### src/design/tl_settings.svh
// Timing constants for the four-way intersection controller
// Durations are counted in simulated seconds, and one second is a fixed
// number of clock cycles taken from the prescaler

`ifndef TL_SETTINGS_SVH
`define TL_SETTINGS_SVH

// Countdown width wide enough for the longest phase
`define TL_TIMER_W 6

// Clock cycles per simulated second
`define TL_TICK_DIV 4

// Through traffic green time
`define TL_GREEN_SEC 60

// Yellow time before the clearance interval
`define TL_YELLOW_SEC 6

// Clearance with every approach red
`define TL_ALL_RED_SEC 2

// Southbound advanced left turn arrow
`define TL_LEFT_SEC 20

`endif

### src/design/tl_pkg.sv
// Shared types of the intersection controller
// Holds the phase encoding of the sequencer and the lamp code of a
// signal head

package tl_pkg;

	// Phases in the order the sequencer visits them
	typedef enum logic [2:0] {
		ew_green   = 3'd0, // East and west through traffic
		ew_yellow  = 3'd1,
		ew_all_red = 3'd2,
		left_arrow = 3'd3, // Only taken on a pending request
		ns_green   = 3'd4, // North and south through traffic
		ns_yellow  = 3'd5,
		ns_all_red = 3'd6
	} phase_t;

	// Lamp code of one approach in red, yellow, green bit order
	typedef enum logic [2:0] {
		dark      = 3'b000, // Shown only for an invalid phase
		green     = 3'b001,
		yellow    = 3'b010,
		red       = 3'b100,
		red_arrow = 3'b101 // Red ball with the left arrow lit
	} light_t;

endpackage

### src/design/intersection_top.sv
// Four-way intersection controller
// Chains the one second time base, the phase sequencer and the signal head
// decoder so that the lamps follow the phase register directly

`timescale 1ns/1ps

module intersection_top (
	input  logic           clk,
	input  logic           reset,
	input  logic           left_turn_key,
	input  logic           emergency,
	output tl_pkg::light_t nb_light,
	output tl_pkg::light_t sb_light,
	output tl_pkg::light_t eb_light,
	output tl_pkg::light_t wb_light,
	output logic           left_turn_pending
);

	import tl_pkg::*;

	logic   tick; // One cycle pulse per simulated second
	phase_t phase;

	second_tick tick_i (
		.clk  (clk),
		.reset(reset),
		.tick (tick)
	);

	phase_sequencer sequencer_i (
		.clk              (clk),
		.reset            (reset),
		.tick             (tick),
		.emergency        (emergency),
		.left_turn_key    (left_turn_key),
		.phase            (phase),
		.left_turn_pending(left_turn_pending)
	);

	signal_heads heads_i (
		.phase   (phase),
		.nb_light(nb_light),
		.sb_light(sb_light),
		.eb_light(eb_light),
		.wb_light(wb_light)
	);

endmodule

### src/design/phase_sequencer.sv
// Intersection phase sequencer
// Steps through the fixed light cycle with a per phase countdown, inserts
// the southbound arrow phase on a latched request and holds east-west green
// while the emergency input is high

`timescale 1ns/1ps
`include "tl_settings.svh"

module phase_sequencer (
	input  logic           clk,
	input  logic           reset,
	input  logic           tick,
	input  logic           emergency,
	input  logic           left_turn_key,
	output tl_pkg::phase_t phase,
	output logic           left_turn_pending
);

	import tl_pkg::*;

	localparam int timer_w = `TL_TIMER_W;

	typedef logic [timer_w-1:0] timer_t;

	timer_t timer; // Seconds left in the current phase
	phase_t next_phase;
	logic   hold; // Emergency freeze of east-west green
	logic   advance; // Phase changes on this edge
	logic   enter_left;

	// Length of a phase in seconds, loaded on entry
	function automatic timer_t duration(input phase_t p);
		case (p)
			ew_green, ns_green: begin
				duration = timer_t'(`TL_GREEN_SEC);
			end
			ew_yellow, ns_yellow: begin
				duration = timer_t'(`TL_YELLOW_SEC);
			end
			left_arrow: begin
				duration = timer_t'(`TL_LEFT_SEC);
			end
			default: begin
				duration = timer_t'(`TL_ALL_RED_SEC); // Both clearance phases
			end
		endcase
	endfunction

	always_comb begin
		case (phase)
			ew_green: begin
				next_phase = ew_yellow;
			end
			ew_yellow: begin
				next_phase = ew_all_red;
			end
			ew_all_red: begin
				next_phase = left_turn_pending ? left_arrow : ns_green; // Arrow only on request
			end
			left_arrow: begin
				next_phase = ns_green; // Request is already cleared on arrow entry
			end
			ns_green: begin
				next_phase = ns_yellow;
			end
			ns_yellow: begin
				next_phase = ns_all_red;
			end
			default: begin
				next_phase = ew_green; // Also recovers from an invalid encoding
			end
		endcase
	end

	assign hold       = emergency && (phase == ew_green);
	assign advance    = (timer == timer_t'(1)) && !hold;
	assign enter_left = advance && (next_phase == left_arrow);

	// The last second ends on the first edge that sees a count of one
	always_ff @(posedge clk or negedge reset) begin
		if (!reset) begin
			phase <= ew_green;
			timer <= duration(ew_green);
		end else if (advance) begin
			phase <= next_phase;
			timer <= duration(next_phase);
		end else if (tick && !hold && (timer > timer_t'(1))) begin
			timer <= timer - timer_t'(1); // Paused while emergency holds green
		end
	end

	// Left turn request from the active low detector key
	always_ff @(posedge clk or negedge reset) begin
		if (!reset) begin
			left_turn_pending <= 1'b0;
		end else if (!left_turn_key) begin
			left_turn_pending <= 1'b1; // A new press wins over the clear
		end else if (enter_left) begin
			left_turn_pending <= 1'b0;
		end
	end

endmodule

### src/design/second_tick.sv
// One second time base
// Free running prescaler that divides the clock by tick_div and gives a
// single cycle pulse at the end of every simulated second

`timescale 1ns/1ps
`include "tl_settings.svh"

module second_tick #(
	parameter int tick_div = `TL_TICK_DIV
) (
	input  logic clk,
	input  logic reset,
	output logic tick
);

	localparam int cnt_w = $clog2(tick_div);

	logic [cnt_w-1:0] count;
	logic             last; // Final cycle of the current second

	assign last = (count == cnt_w'(tick_div - 1));

	always_ff @(posedge clk or negedge reset) begin
		if (!reset) begin
			count <= '0;
			tick  <= 1'b0;
		end else begin
			count <= last ? '0 : count + cnt_w'(1); // Wrap at the end of a second
			tick  <= last; // Pulse lands tick_div cycles after reset release
		end
	end

endmodule

### src/design/signal_heads.sv
// Signal head decoder
// Turns the current phase into the lamp code shown on each of the four
// approaches, with no added latency

`timescale 1ns/1ps

module signal_heads (
	input  tl_pkg::phase_t phase,
	output tl_pkg::light_t nb_light,
	output tl_pkg::light_t sb_light,
	output tl_pkg::light_t eb_light,
	output tl_pkg::light_t wb_light
);

	import tl_pkg::*;

	always_comb begin
		case (phase)
			ew_green: begin
				nb_light = red;
				sb_light = red;
				eb_light = green;
				wb_light = green;
			end
			ew_yellow: begin
				nb_light = red;
				sb_light = red;
				eb_light = yellow;
				wb_light = yellow;
			end
			ew_all_red, ns_all_red: begin
				nb_light = red; // Clearance between the two directions
				sb_light = red;
				eb_light = red;
				wb_light = red;
			end
			left_arrow: begin
				nb_light = red; // Opposing traffic stopped for the turn
				sb_light = red_arrow;
				eb_light = red;
				wb_light = red;
			end
			ns_green: begin
				nb_light = green;
				sb_light = green;
				eb_light = red;
				wb_light = red;
			end
			ns_yellow: begin
				nb_light = yellow;
				sb_light = yellow;
				eb_light = red;
				wb_light = red;
			end
			default: begin
				nb_light = dark; // Invalid phase leaves every head dark
				sb_light = dark;
				eb_light = dark;
				wb_light = dark;
			end
		endcase
	end

endmodule

### config.mk
export PLATFORM = sky130hd
export DESIGN_NAME = intersection_top
export DESIGN_NICKNAME = d
export VERILOG_FILES = /design/src/design/tl_pkg.sv /design/src/design/intersection_top.sv /design/src/design/phase_sequencer.sv /design/src/design/second_tick.sv /design/src/design/signal_heads.sv
export VERILOG_INCLUDE_DIRS = /design/src /design/src/design
export SDC_FILE = /design/constraint.sdc
export NUM_CORES = 1
export LEC_CHECK = 0
export BUFFER_PORTS_ARGS = -buffer_cell sky130_fd_sc_hd__clkbuf_2
export CORE_MARGIN = 5
export CORE_UTILIZATION = 40
export CTS_CLUSTER_DIAMETER = 200
export DETAILED_ROUTE_END_ITERATION = 12
export PLACE_DENSITY_LB_ADDON = 0.08
export SLEW_MARGIN = 40
export SYNTH_ARGS = -nofsm -noshare
export SYNTH_HDL_FRONTEND = slang
export SYNTH_SLANG_ARGS = --single-unit
### constraint.sdc
create_clock -name clk -period 1.63 [get_ports clk]
set_input_delay 0.0815 -clock clk [delete_from_list [all_inputs] [get_ports clk]]
set_output_delay 0.0815 -clock clk [all_outputs]
set_load 0.005 [all_outputs]
### Word level (Yosys, flattened, before mapping)

Index checks and enable logic that the tools add are counted.
W data, S select, Z words.

* input bits: 4
* flip-flop bits (word level): 13
* word-level logic and storage cells: 46
* output and inout port bits: 13

* equality and inequality tests: 13
* reductions and logical operators: 14
* $add $sub $neg: 2
* $lt $le $gt $ge: 1
* multiplexer cells: 11

Operator list (count)
* $pmux W3 S3: 2
* $pmux W3 S6: 1
* $pmux W6 S3: 1
* $eq A3 B3 Y1 const B: 5
* $mux W6: 2
* $pmux W3 S4: 1
* $reduce_or A5 Y1: 2
* $eq A3 B2 Y1 const B: 3
* $eq A3 B1 Y1 const B: 2
* $eq A6 B1 Y1 const B: 1
* $gt A6 B1 Y1 const B: 1
* $logic_not A3 Y1: 2
* $sub A6 B1 Y6 const B: 1
* $logic_and A1 B1 Y1: 5
* $reduce_or A2 Y1: 2
* $reduce_or A4 Y1: 1
* $mux W3: 1
* $add A2 B1 Y2 const B: 1
* $eq A2 B2 Y1 const B: 1
* $mux W1: 2
* $mux W2: 1
* $ne A2 B1 Y1 const B: 1
* $reduce_bool A2 Y1: 1
* $logic_not A1 Y1: 1

### Logic depth before layout (Yosys ltp)

Gate-level depths: netlist of run 1.

* depth in word-level cells: 7
* gate-level depth with buffers: 6

### By module

Synthesis of run 1 repeated with hierarchy kept, for this count alone.

* cells, all modules: 76
* area total of the unflattened synthesis: 793.3 um^2

Modules (own cells, without submodules)
* phase_sequencer: times used 1, area an instance 589.3 um^2, cells each 56
* signal_heads: times used 1, area an instance 112.6 um^2, cells each 15
* second_tick: times used 1, area an instance 91.3 um^2, cells each 5

### Worst setup path before layout of run 1

Ideal clock, no wire load.

* path kind: flip-flop to flip-flop
* from: reg sequencer_i.timer[2]
* to: reg sequencer_i.phase[2]
* clock period less this slack: 1455 ps
* stages on the path, launching flop included: 5
* data required time: 1505 ps
* buffers on the path: 0
* arrival: 1329 ps
* path slack: 175 ps
* cells stage by stage: dfstp_2 nor4_4 and2_4 nand2_1 mux2_4

* cells in the longest elaborated chain, start to end: 2

Ends and longest elaborated chain
* start: declaration: line phase_sequencer.sv:25 `timer_t timer;`
* start signal: assignment: line phase_sequencer.sv:83 `timer <= duration(ew_green);`
* start signal: assignment: line phase_sequencer.sv:86 `timer <= duration(next_phase);`
* start signal: assignment: line phase_sequencer.sv:88 `timer <= timer - timer_t'(1);`
* $eq A6 B1 Y1: line phase_sequencer.sv:76 `assign advance = (timer == timer_t'(1)) && !hold;`
* $logic_and A1 B1 Y1: line phase_sequencer.sv:76
* end signal: assignment: line phase_sequencer.sv:82 `phase <= ew_green;`
* end signal: assignment: line phase_sequencer.sv:85 `phase <= next_phase;`
* end: declaration: line phase_sequencer.sv:15 `output tl_pkg::phase_t phase,`

Every way passes these cells.
A chain may end at the register's enable or synchronous reset.

### Worst setup path in the final report of run 1

* from: reg sequencer_i.timer[2]
* to: reg sequencer_i.left_turn_pending

* cells in the longest elaborated chain, start to end: 4

Ends and longest elaborated chain
* $eq A6 B1 Y1: line phase_sequencer.sv:76
* $logic_and A1 B1 Y1: line phase_sequencer.sv:76
* $logic_and A1 B1 Y1: line phase_sequencer.sv:77 `assign enter_left = advance && (next_phase == left_arrow);`
* $ne A2 B1 Y1 (no source line)
* end signal: assignment: line phase_sequencer.sv:95 `left_turn_pending <= 1'b0;`
* end signal: assignment: line phase_sequencer.sv:97 `left_turn_pending <= 1'b1;`
* end signal: assignment: line phase_sequencer.sv:99 `left_turn_pending <= 1'b0;`
* end: declaration: line phase_sequencer.sv:16 `output logic left_turn_pending`

Every way passes these cells.

==> reports/qor.txt, run 1 <==
Antenna Cells: 0
Bufs on Longest Clock Path: 2
H-tree depth: 1
status: finished clean
max capacitance violation total: 0
worst r2r path cells: 4
slowest CP cell: dfstp_2
residual DRC count: 0
WL final: 1.75 mm
Fin Clk Skew: 0.00241 ns
clock-pin slew on the worst setup and hold paths: 0.08 ns
die area: 3110 um^2
Worst Max-Slew Pin Slew: 0.376 ns
area grow syn2layout: 20.0%
placed cell area: 952 um^2
global-route wire length before repair: 3.14 mm
Initial Utilization: 0.423
total grt overflow: 0
Avg Cell Area, Syn: 9.75 um^2
fin util: 0.508
final setup fails: 0
Critical Path End Type: register
largest net degree at the start of global routing: 15
Worst Hold Class: input pin to register
period utilisation layout: 0.941
Seq/Total Area, Yosys: 0.394
Worst VDD drop: 0.833 mV
critical path peak fanout: 5
GR peak layer: met2
Synth Flop Type: dfrtp_1
worst hold path endpoint: sequencer_i.left_turn_pending$_DFFE_PN0P_
setup slack at placement: 0.0701 ns
Routed WL per cell: 13.1 um
row count: 16
core area: 1980 um^2
met1 Resource Use GR: 0.158
Cell Area, Synth: 838 um^2
CTS tree: done
worst-path cell chain: nor4_4 > nand2_2 > or3_1 > a21bo_1
IO buf count: 16
Fin Hold WS: 0.0756 ns
Avg Vias per Cell: 5.03
Max Fclk: 652 MHz
share of cells above drive strength 1: 0.443
DRT Pass-1 Iters: 4
commonest non-fill, non-tap cell in the layout: clkbuf_2
worst setup margin: 0.0966 ns
TritonCTS Buffers: 3
worst hold start: left_turn_key
routing usage on met3: 0.0603
IO Pins: 17
Worst-Skew Late Latency: 0.28 ns
Yosys cell types: 39
antenna viol nets, final: 0
Arr. time, crit path: 1.70 ns
starting DRC count in detailed routing: 15
die height: 55.8 um
Die Width: 55.8 um
post-synthesis net count: 93
vias in the first global route: 659
CP Class: register to register
final slew viol count: 0
commonest non-fill, non-tap cells in the layout: clkbuf_2 (16), dfrtp_1 (8), nor2_1 (7)
design area: 1010 um^2
clk sink count: 13
CTS root buf: clkbuf_4
Crit Reg-Reg Startpoint: sequencer_i.timer[2]$_DFFE_PN1P_
Synthesis Warnings: 0
async set-or-reset flop fraction in the synthesized netlist: 1.00
Post-synth EDFFs: 0
crit path time final: 1.53 ns
Req. time, crit path: 1.80 ns
GR Util met2: 0.198
pwr dens: 1680 nW/um^2
Cells after Synth: 86
via count: 669
synthesis-stage register bit count: 13
Leak Pwr: 0.428 nW
hpwl dp: 1.36 mm
hold path depth: 2
nets: 114
Worst path max stage delay: 0.41 ns
final hold vios: 0
flop2flop setup slack: 0.1 ns
post-CTS setup buffer count: 0
initial antenna violation count: 0
reg-to-reg endpoint: sequencer_i.left_turn_pending$_DFFE_PN0P_
headroom to the max-slew limit: 0.749
Total Routing Usage GR: 0.126
RSZ-0062 raised after global routing: true
Worst Setup Start Kind: register
Placer Congestion: 0.771
## layout make-up
class,count,area (um^2)
fillers,199,976
clock inverters,1,5.00
multi-input cells,62,463
flip-flops and latches,13,332
well taps,27,33.8
repair buffers,23,135
clock buffers,3,22.5
inverters,4,15.0
## cells by family after synthesis
logic type / count (synthesis) / synth area share
compound gates: 21 / 0.178
xor+xnor: 2 / 0.0209
flops: 13 / 0.394
buf+inv: 11 / 0.0716
simple gates: 34 / 0.260
mux: 2 / 0.0313
fa+ha+maj: 3 / 0.0448
## sequential cells by signal, indices dropped and copies added (netlist names)
| signal | flops |
|---|---|
| sequencer_i.phase | 3 |
| sequencer_i.timer | 6 |
| tick_i.tick | 1 |
| sequencer_i.left_turn_pending | 1 |
| tick_i.count | 2 |
## through the flow
step / instances / TNS, ns / total power (W)
2_1_floorplan: 86 / 0 / 0.00122
3_3_place_gp: 128 / 0 / 0.00146
3_5_place_dp: 128 / 0 / 0.00148
4_1_cts: 133 / 0 / 0.00170
5_1_grt: 133 / -0.0419 / 0.00186
6_report: 133 / 0 / 0.00169
## per-layer routing
metal | wire [um] | vias to the layer above
met2 | 818 | 12
met3 | 104 | 2
met1 | 812 | 311
met5 | 0 | -
met4 | 12 | 0
li1 | - | 344
## worst max path at each step
stage                                     start                                         to  slack, ns  cells after the start
3_3_place_gp   sequencer_i.timer[0]$_DFFE_PN0P_           sequencer_i.timer[5]$_DFFE_PN1P_       0.12                      5
2_1_floorplan  sequencer_i.timer[2]$_DFFE_PN1P_           sequencer_i.phase[2]$_DFFE_PN0P_       0.18                      4
4_1_cts        sequencer_i.timer[0]$_DFFE_PN0P_           sequencer_i.timer[5]$_DFFE_PN1P_       0.04                      5
5_1_grt        sequencer_i.timer[0]$_DFFE_PN0P_           sequencer_i.timer[2]$_DFFE_PN1P_      -0.03                      6
6_report       sequencer_i.timer[2]$_DFFE_PN1P_  sequencer_i.left_turn_pending$_DFFE_PN0P_        0.1                      4
3_5_place_dp   sequencer_i.timer[0]$_DFFE_PN0P_           sequencer_i.timer[5]$_DFFE_PN1P_       0.07                      5
## critical path, delay by kind of cell, from the launching register on
| kind | cells | cell delay (ns) |
|---|---|---|
| simple gates | 3 | 0.83 |
| flops | 1 | 0.41 |
| compound gates | 1 | 0.19 |
## power by group
group	switching, W	internal [W]
logic	0.000424	0.000419
clock network	0.000108	0.0000910
registers	0.000178	0.000472
total	0.000709	0.000982
## Yosys cell counts, drive strengths merged (2+ instances only)
cell type,count,area [um^2]
dfrtp,9,225
a21oi,7,42.5
nand2,7,28.8
nor2,7,26.3
buf,5,37.5
nor3,5,25.0
dfstp,4,105
inv,4,15.0
o21ai,4,20.0
a211oi,3,27.5
ha,3,37.5
nor3b,3,22.5
and2,2,15.0
clkbuf,2,7.51
mux2,2,26.3
nand2b,2,12.5
or2,2,12.5
## timing repair
item / in CTS / in global routing
setup endpoints to repair: 0 / 5
endpoints found under the hold margin: 13 / 0
hold buffers: 1 / 0
resized for setup: 0 / 4
Note: power is estimated with default switching activity, not from simulation.
==> run 2, diff against run 1 <==
- ABC_AREA: not set -> 1
==> run 2 against run 1 <==
Utilization shrank 4.8 points. Die area grew 5.4%. Highest routed layer unchanged. Maximum frequency grew 4.6%. Critical path type unchanged. Critical path depth grew 5. Largest power group unchanged. Final cell count grew 21%. Clock power shrank 4%.
==> reports/qor.txt, run 2 <==
share of cells above drive strength 1: 0.286 (was 0.443)
hpwl dp: 1.46 mm (was 1.36 mm)
row count: 17 (was 16)
crit path time final: 1.47 ns (was 1.53 ns)
CTS tree: done (unchanged)
Worst Setup Start Kind: register (unchanged)
via count: 751 (was 669)
synthesis-stage register bit count: 13 (unchanged)
Largest regs: sequencer_i.timer x6, sequencer_i.phase x3, tick_i.count x2 (unchanged)
Total Routing Usage GR: 0.125 (was 0.126)
pwr dens: 1510 nW/um^2 (was 1680 nW/um^2)
IO Pins: 17 (unchanged)
Cell Area, Synth: 893 um^2 (was 838 um^2)
CP most frequent cell: nand2_1
reg-to-reg endpoint: sequencer_i.timer[1]$_DFFE_PN0P_ (was sequencer_i.left_turn_pending$_DFFE_PN0P_)
Worst VDD drop: 0.814 mV (was 0.833 mV)
Fin Clk Skew: 0.00548 ns (was 0.00241 ns)
final slew viol count: 0 (unchanged)
final hold vios: 0 (unchanged)
Arr. time, crit path: 1.63 ns (was 1.70 ns)
simple logic cell fraction of the synthesized area: 0.377 (was 0.260)
global-route wire length before repair: 3.20 mm (was 3.14 mm)
IO buf count: 16 (unchanged)
flop2flop setup slack: 0.16 ns (was 0.1 ns)
post-synthesis xor/xnor area fraction: 0 (was 0.0209)
max capacitance violation total: 0 (unchanged)
Cells after Synth: 118 (was 86)
async set-or-reset flop fraction in the synthesized netlist: 1.00 (unchanged)
top-area cell type share of the netlist area: 0.252 (was 0.269)
Die Width: 57.3 um (was 55.8 um)
Placer Congestion: 0.882 (was 0.771)
largest family of logic cells by synthesized area: simple AND/OR/NAND/NOR gates (unchanged)
Fin Hold WS: 0.246 ns (was 0.0756 ns)
synth top area cells: dfrtp_1 (25%), nand2_1 (14%), dfstp_2 (12%) (was dfrtp_1 (27%), dfstp_2 (13%), buf_4 (4.5%))
starting DRC count in detailed routing: 15 (unchanged)
top cells by count, synth: nand2_1 (33), inv_1 (13), nand3_1 (12) (was dfrtp_1 (9), nor2_1 (7), nand2_1 (6))
vias in the first global route: 729 (was 659)
Avg Vias per Cell: 4.66 (was 5.03)
headroom to the max-slew limit: 0.744 (was 0.749)
post-synthesis net count: 125 (was 93)
H-tree depth: 1 (unchanged)
antenna viol nets, final: 0 (unchanged)
# fillers: 238 (was 199)
Setup TNS Final: 0 ns (unchanged)
die height: 57.3 um (was 55.8 um)
WL final: 1.80 mm (was 1.75 mm)
total area of sequential cells: 330 um^2 (was 332 um^2)
initial antenna violation count: 0 (unchanged)
Post-synth EDFFs: 0 (unchanged)
core area: 2170 um^2 (was 1980 um^2)
Seq/Total Area, Yosys: 0.370 (was 0.394)
RSZ-0062 raised after global routing: false (was true)
Worst path max stage delay: 0.42 ns (was 0.41 ns)
Worst Max-Slew Pin Slew: 0.384 ns (was 0.376 ns)
slowest CP cell: dfrtp_1 (was dfstp_2)
Synthesis Warnings: 0 (unchanged)
commonest non-fill, non-tap cells in the layout: nand2_1 (33), clkbuf_2 (16), inv_1 (13) (was clkbuf_2 (16), dfrtp_1 (8), nor2_1 (7))
adder-cell share of the synthesized area: 0.0420 (was 0.0448)
total grt overflow: 0 (unchanged)
critical path peak fanout: 11 (was 5)
Worst-Skew Late Latency: 0.27 ns (was 0.28 ns)
Antenna Cells: 0 (unchanged)
final setup fails: 0 (unchanged)
TritonCTS Buffers: 3 (unchanged)
Largest register FFs: 6 (unchanged)
CP Class: register to register (unchanged)
Routed WL per cell: 11.2 um (was 13.1 um)
CTS resizes: 0 (unchanged)
period utilisation layout: 0.899 (was 0.941)
post-synth top area cell: dfrtp_1 (unchanged)
Initial Utilization: 0.412 (was 0.423)
Worst Hold Class: input pin to asynchronous set/reset pin (was input pin to register)
commonest non-fill, non-tap cell in the layout: nand2_1 (was clkbuf_2)
Avg Cell Area, Syn: 7.57 um^2 (was 9.75 um^2)
clock-pin slew on the worst setup and hold paths: 0.08 ns (about the same)
Max Fclk: 682 MHz (was 652 MHz)
status: finished clean (unchanged)
DRT Pass-1 Iters: 4 (unchanged)
area grow syn2layout: 11.6% (was 20.0%)
worst-path cell chain: inv_1 > ha_1 > nand2_1 > nor2_2 > nand2_2 > nand2_2 > inv_2 > nand2_1 > nand2_1 (was nor4_4 > nand2_2 > or3_1 > a21bo_1)
die area: 3280 um^2 (was 3110 um^2)
Compound-Gate Fraction of Synth Area: 0.0672 (was 0.178)
clk sink count: 13 (unchanged)
mux share of post-synthesis cell area: 0 (was 0.0313)
largest net degree at the start of global routing: 14 (was 15)
footprint of the multi-input gates: 434 um^2 (was 463 um^2)
most frequent cell after synthesis: nand2_1 (was dfrtp_1)
Yosys cell types: 25 (was 39)
worst r2r path cells: 9 (was 4)
CTS root buf: clkbuf_4 (unchanged)
Reg with most FFs: sequencer_i.timer (unchanged)
Crit Reg-Reg Startpoint: sequencer_i.timer[1]$_DFFE_PN0P_ (was sequencer_i.timer[2]$_DFFE_PN1P_)
Synth Flop Type: dfrtp_1 (unchanged)
Bufs on Longest Clock Path: 2 (unchanged)
Leak Pwr: 0.544 nW (was 0.428 nW)
nets: 141 (was 114)
Req. time, crit path: 1.79 ns (was 1.80 ns)
residual DRC count: 0 (unchanged)
Critical Path End Type: register (unchanged)
[run 2: cell count changes in the layout (fill, tap and decap cells not counted), moves of 3 or more]
| cell | delta |
|---|---|
| nand3_1 | +11 |
| nor3_1 | -4 |
| inv_1 | +10 |
| buf_4 | -5 |
| nand2_1 | +27 |
| a21oi_1 | -3 |
[run 2: cell families after synthesis]
family,after synthesis
adders and majority gates,3
and+or+nand+nor,66
AOI/OAI and AO/OA,11
buffers and inverters,25
DFF,13
[run 2: through the flow]
step / power (W) / worst slack [ns] / std cells / instance area (um^2) / utilization
final: 0.00151 / 0.164 / 161 / 997 / 0.460
after floorplan: 0.00118 / 0.411 / 118 / 893 / -
after global placement: 0.00132 / 0.209 / 155 / 951 / 0.438
after detailed placement: 0.00133 / 0.182 / 155 / 951 / 0.438
after global routing: 0.00168 / 0.0302 / 161 / 997 / 0.460
after CTS: 0.00153 / 0.160 / 161 / 997 / 0.460
[run 2: final cells by class]
class,instances,share of cell area
Timing Repair Buffer,19,0.108
Tap cell,28,0.0351
Sequential cell,13,0.331
Multi-Input combinational cell,80,0.435
Inverter,17,0.0640
Clock buffer,4,0.0263
[run 2: routing by layer]
layer / GRT usage / vias to the layer above / routed length [um] / part of all wire
li1: - / 398 / - / -
met1: 0.153 / 340 / 794 / 0.44
met2: 0.222 / 11 / 945 / 0.52
met3: 0.0271 / 2 / 51 / 0.028
met4: 0.0298 / 0 / 12 / 0.0067
met5: 0 / - / 0 / 0
[run 2: worst max path at each step]
stage / to / slack (ns) / depth (start not counted) / start
after floorplan: sequencer_i.timer[4]$_DFFE_PN1P_ / 0.41 / 8 / sequencer_i.timer[0]$_DFFE_PN0P_
after global placement: sequencer_i.timer[1]$_DFFE_PN0P_ / 0.21 / 7 / sequencer_i.timer[1]$_DFFE_PN0P_
after detailed placement: sequencer_i.timer[1]$_DFFE_PN0P_ / 0.18 / 9 / sequencer_i.timer[1]$_DFFE_PN0P_
after CTS: sequencer_i.timer[1]$_DFFE_PN0P_ / 0.16 / 9 / sequencer_i.timer[1]$_DFFE_PN0P_
after global routing: sequencer_i.timer[1]$_DFFE_PN0P_ / 0.03 / 9 / sequencer_i.timer[1]$_DFFE_PN0P_
final: sequencer_i.timer[1]$_DFFE_PN0P_ / 0.16 / 9 / sequencer_i.timer[1]$_DFFE_PN0P_
[run 2: power breakdown]
part	internal, W	switching (W)	total (W)	leakage (nW)
logic	0.000294	0.000449	0.000743	0.386
clock network	0.0000946	0.0000975	0.000192	0.0150
registers	0.000435	0.000138	0.000573	0.143
[run 2: worst max-delay path, delay by kind of cell (launching register included)]
family	cells	cell delay, ns
adders and majority gates	1	0.19
buffers and inverters	2	0.15
and+or+nand+nor	6	0.60
DFF	1	0.42
[run 2: timing repair]
action	in CTS	in global routing
hold buffers	2	0
setup buffers	0	0
endpoints found under the hold margin	14	0
==> run 3, diff against run 2 <==
- CELL_PAD_IN_SITES_DETAIL_PLACEMENT: not set -> 0
- CELL_PAD_IN_SITES_GLOBAL_PLACEMENT: not set -> 2
- CORE_UTILIZATION: 40 -> 30
- HOLD_SLACK_MARGIN: not set -> 0.12
- SYNTH_HIERARCHICAL: not set -> 1
==> run 3 against run 2 <==
First-iteration DRC count rose by 140%. Global-route usage decreased by 2.1 points. Wire length is 4.3% higher. Hold slack got worse by 0.015 ns.
==> reports/qor.txt, run 3 <==
Seq/Total Area, Yosys: 0.366 (was 0.370)
Worst Hold Class: input pin to asynchronous set/reset pin (unchanged)
area grow syn2layout: 17.5% (was 11.6%)
final setup fails: 0 (unchanged)
commonest non-fill, non-tap cell in the layout: nand2_1 (unchanged)
initial antenna violation count: 0 (unchanged)
post-synth top area cell: dfrtp_1 (unchanged)
synthesis-stage register bit count: 13 (unchanged)
Largest register FFs: 6 (unchanged)
Metal-1 WL: 923 um (was 794 um)
# fillers: 299 (was 238)
Placer Congestion: 0.778 (was 0.882)
Total Routing Usage GR: 0.104 (was 0.125)
Initial Utilization: 0.319 (was 0.412)
vias in the first global route: 787 (was 729)
antenna viol nets, final: 0 (unchanged)
H-tree depth: 1 (unchanged)
Arr. time, crit path: 1.31 ns (was 1.63 ns)
metal2 WL: 884 um (was 945 um)
Avg Cell Area, Syn: 7.71 um^2 (was 7.57 um^2)
Worst Setup Start Kind: register (unchanged)
DR WL met3: 54 um (was 51 um)
Yosys cell types: 23 (was 25)
Max Fclk: 719 MHz (was 682 MHz)
Worst Max-Slew Pin Slew: 0.322 ns (was 0.384 ns)
largest net degree at the start of global routing: 14 (unchanged)
Synth Flop Type: dfrtp_1 (unchanged)
die height: 64.8 um (was 57.3 um)
via count: 780 (was 751)
Fin Clk Skew: 0.00116 ns (was 0.00548 ns)
Largest regs: sequencer_i/timer x6, sequencer_i/phase x3, tick_i/count x2 (was sequencer_i.timer x6, sequencer_i.phase x3, tick_i.count x2)
pwr dens: 500 nW/um^2 (was 1510 nW/um^2)
most frequent cell after synthesis: nand2_1 (unchanged)
WL final: 1.88 mm (was 1.80 mm)
uppermost layer routed: met4 (unchanged)
die area: 4200 um^2 (was 3280 um^2)
TritonCTS Buffers: 3 (unchanged)
Post-synth EDFFs: 0 (unchanged)
final slew viol count: 0 (unchanged)
Worst VDD drop: 0.345 mV (was 0.814 mV)
global-route wire length before repair: 3.44 mm (was 3.20 mm)
Critical Path End Type: output pin (was register)
final hold vios: 0 (unchanged)
residual DRC count: 0 (unchanged)
Cells after Synth: 117 (was 118)
async set-or-reset flop fraction in the synthesized netlist: 1.00 (unchanged)
CTS root buf: clkbuf_4 (unchanged)
clock-pin slew on the worst setup and hold paths: 0.08 ns (about the same)
Crit Reg-Reg Startpoint: sequencer_i/timer[1]$_DFFE_PN0P_ (was sequencer_i.timer[1]$_DFFE_PN0P_)
CP Class: register to output pin (was register to register)
synth top area cells: dfrtp_1 (25%), nand2_1 (15%), dfstp_2 (12%) (was dfrtp_1 (25%), nand2_1 (14%), dfstp_2 (12%))
Die Width: 64.8 um (was 57.3 um)
row count: 19 (was 17)
clk sink count: 13 (unchanged)
Setup TNS Final: 0 ns (unchanged)
max capacitance violation total: 0 (unchanged)
DRT Pass-1 Iters: 3 (was 4)
headroom to the max-slew limit: 0.785 (was 0.744)
CTS tree: done (unchanged)
total grt overflow: 0 (unchanged)
post-synthesis net count: 124 (was 125)
Reg with most FFs: sequencer_i/timer (was sequencer_i.timer)
share of cells above drive strength 1: 0.312 (was 0.286)
commonest non-fill, non-tap cells in the layout: nand2_1 (37), clkbuf_2 (16), nand3_1 (10) (was nand2_1 (33), clkbuf_2 (16), inv_1 (13))
status: finished clean (unchanged)
RSZ-0062 raised after global routing: false (unchanged)
core area: 2830 um^2 (was 2170 um^2)
top cells by count, synth: nand2_1 (37), nand3_1 (10), dfrtp_1 (9) (was nand2_1 (33), inv_1 (13), nand3_1 (12))
critical path peak fanout: 10 (was 11)
Worst-Skew Late Latency: 0.27 ns (about the same)
top-area cell type share of the netlist area: 0.250 (was 0.252)
crit path time final: 1.39 ns (was 1.47 ns)
Synthesis Warnings: 6 (was 0)
Req. time, crit path: 1.55 ns (was 1.79 ns)
IO buf count: 16 (unchanged)
period utilisation layout: 0.854 (was 0.899)
starting DRC count in detailed routing: 36 (was 15)
Routed WL per cell: 11.1 um (was 11.2 um)
overall power: 0.000530 W (was 0.00151 W)
critical path launch point: sequencer_i/phase[0]$_DFFE_PN0P_ (was sequencer_i.timer[1]$_DFFE_PN0P_)
Antenna Cells: 0 (unchanged)
hpwl dp: 1.58 mm (was 1.46 mm)
nets: 146 (was 141)
Leak Pwr: 0.523 nW (was 0.544 nW)
Cell Area, Synth: 902 um^2 (was 893 um^2)
Bufs on Longest Clock Path: 2 (unchanged)
IO Pins: 17 (unchanged)
Avg Vias per Cell: 4.62 (was 4.66)
-- run 3: layout make-up --
type,count,area (um^2),area share
Sequential cell,13,330,0.312
Multi-Input combinational cell,88,494,0.466
Tap cell,31,38.8,0.0366
Clock buffer,4,26.3,0.0248
Inverter,12,47.5,0.0449
Timing Repair Buffer,21,123,0.116
-- run 3: final timing paths --
| path | to | slack [ns] | cells past startpoint |
|---|---|---|---|
| worst min register to register | tick_i/count[0]$_DFF_PN0_ | 0.43 | 1 |
| worst min-delay path | sequencer_i/left_turn_pending$_DFFE_PN0P_ | 0.23 | 2 |
| min in group clk | sequencer_i/phase[1]$_DFFE_PN0P_ | 0.32 | 5 |
| worst max register to register | sequencer_i/timer[1]$_DFFE_PN0P_ | 0.25 | 7 |
| max in group asynchronous | sequencer_i/timer[4]$_DFFE_PN1P_ | 1.11 | 2 |
| worst max-delay path | wb_light[1] | 0.24 | 3 |
-- run 3: layer usage --
layer | global-route usage | vias up
li1 | - | 418
met1 | 0.136 | 353
met2 | 0.167 | 7
met3 | 0.0121 | 2
met4 | 0.0554 | 0
met5 | 0 | -
-- run 3: stage by stage --
| stage | util | hold slack, ns | instances | instance area (um^2) | setup WS [ns] |
|---|---|---|---|---|---|
| 2_1_floorplan | - | -0.214 | 117 | 902 | 0.389 |
| 3_3_place_gp | 0.358 | -0.00700 | 163 | 1010 | 0.256 |
| 3_5_place_dp | 0.358 | -0.00570 | 163 | 1010 | 0.249 |
| 4_1_cts | 0.375 | 0.224 | 169 | 1060 | 0.217 |
| 5_1_grt | 0.375 | 0.254 | 169 | 1060 | 0.0942 |
| 6_report | 0.375 | 0.231 | 169 | 1060 | 0.238 |
-- run 3: report_power, final --
part	internal (W)	total (W)	switching (W)
Combinational	0.00000561	0.0000130	0.00000740
Sequential	0.000323	0.000323	0.0000000000000000000696
Clock	0.0000947	0.000194	0.0000996
Total	0.000423	0.000530	0.000107
-- run 3: logic make-up after synthesis --
| group | share of synthesized area |
|---|---|
| fa+ha+maj | 0.0416 |
| compound gates | 0.0541 |
| flops | 0.366 |
| xor+xnor | 0.0194 |
| buf+inv | 0.0860 |
| simple gates | 0.433 |
-- run 3: worst max-delay path, stage by stage, from the launching register on --
cell,delay (ns)
dfrtp_1,0.52
inv_1,0.15
nor3_1,0.21
clkbuf_2,0.16
-- run 3: repair_timing --
action,CTS,global route
gates resized for setup,0,0
hold endpoints to repair,14,0
endpoints found under the setup margin,0,0
buffers inserted,0,0
hold buffers,2,0
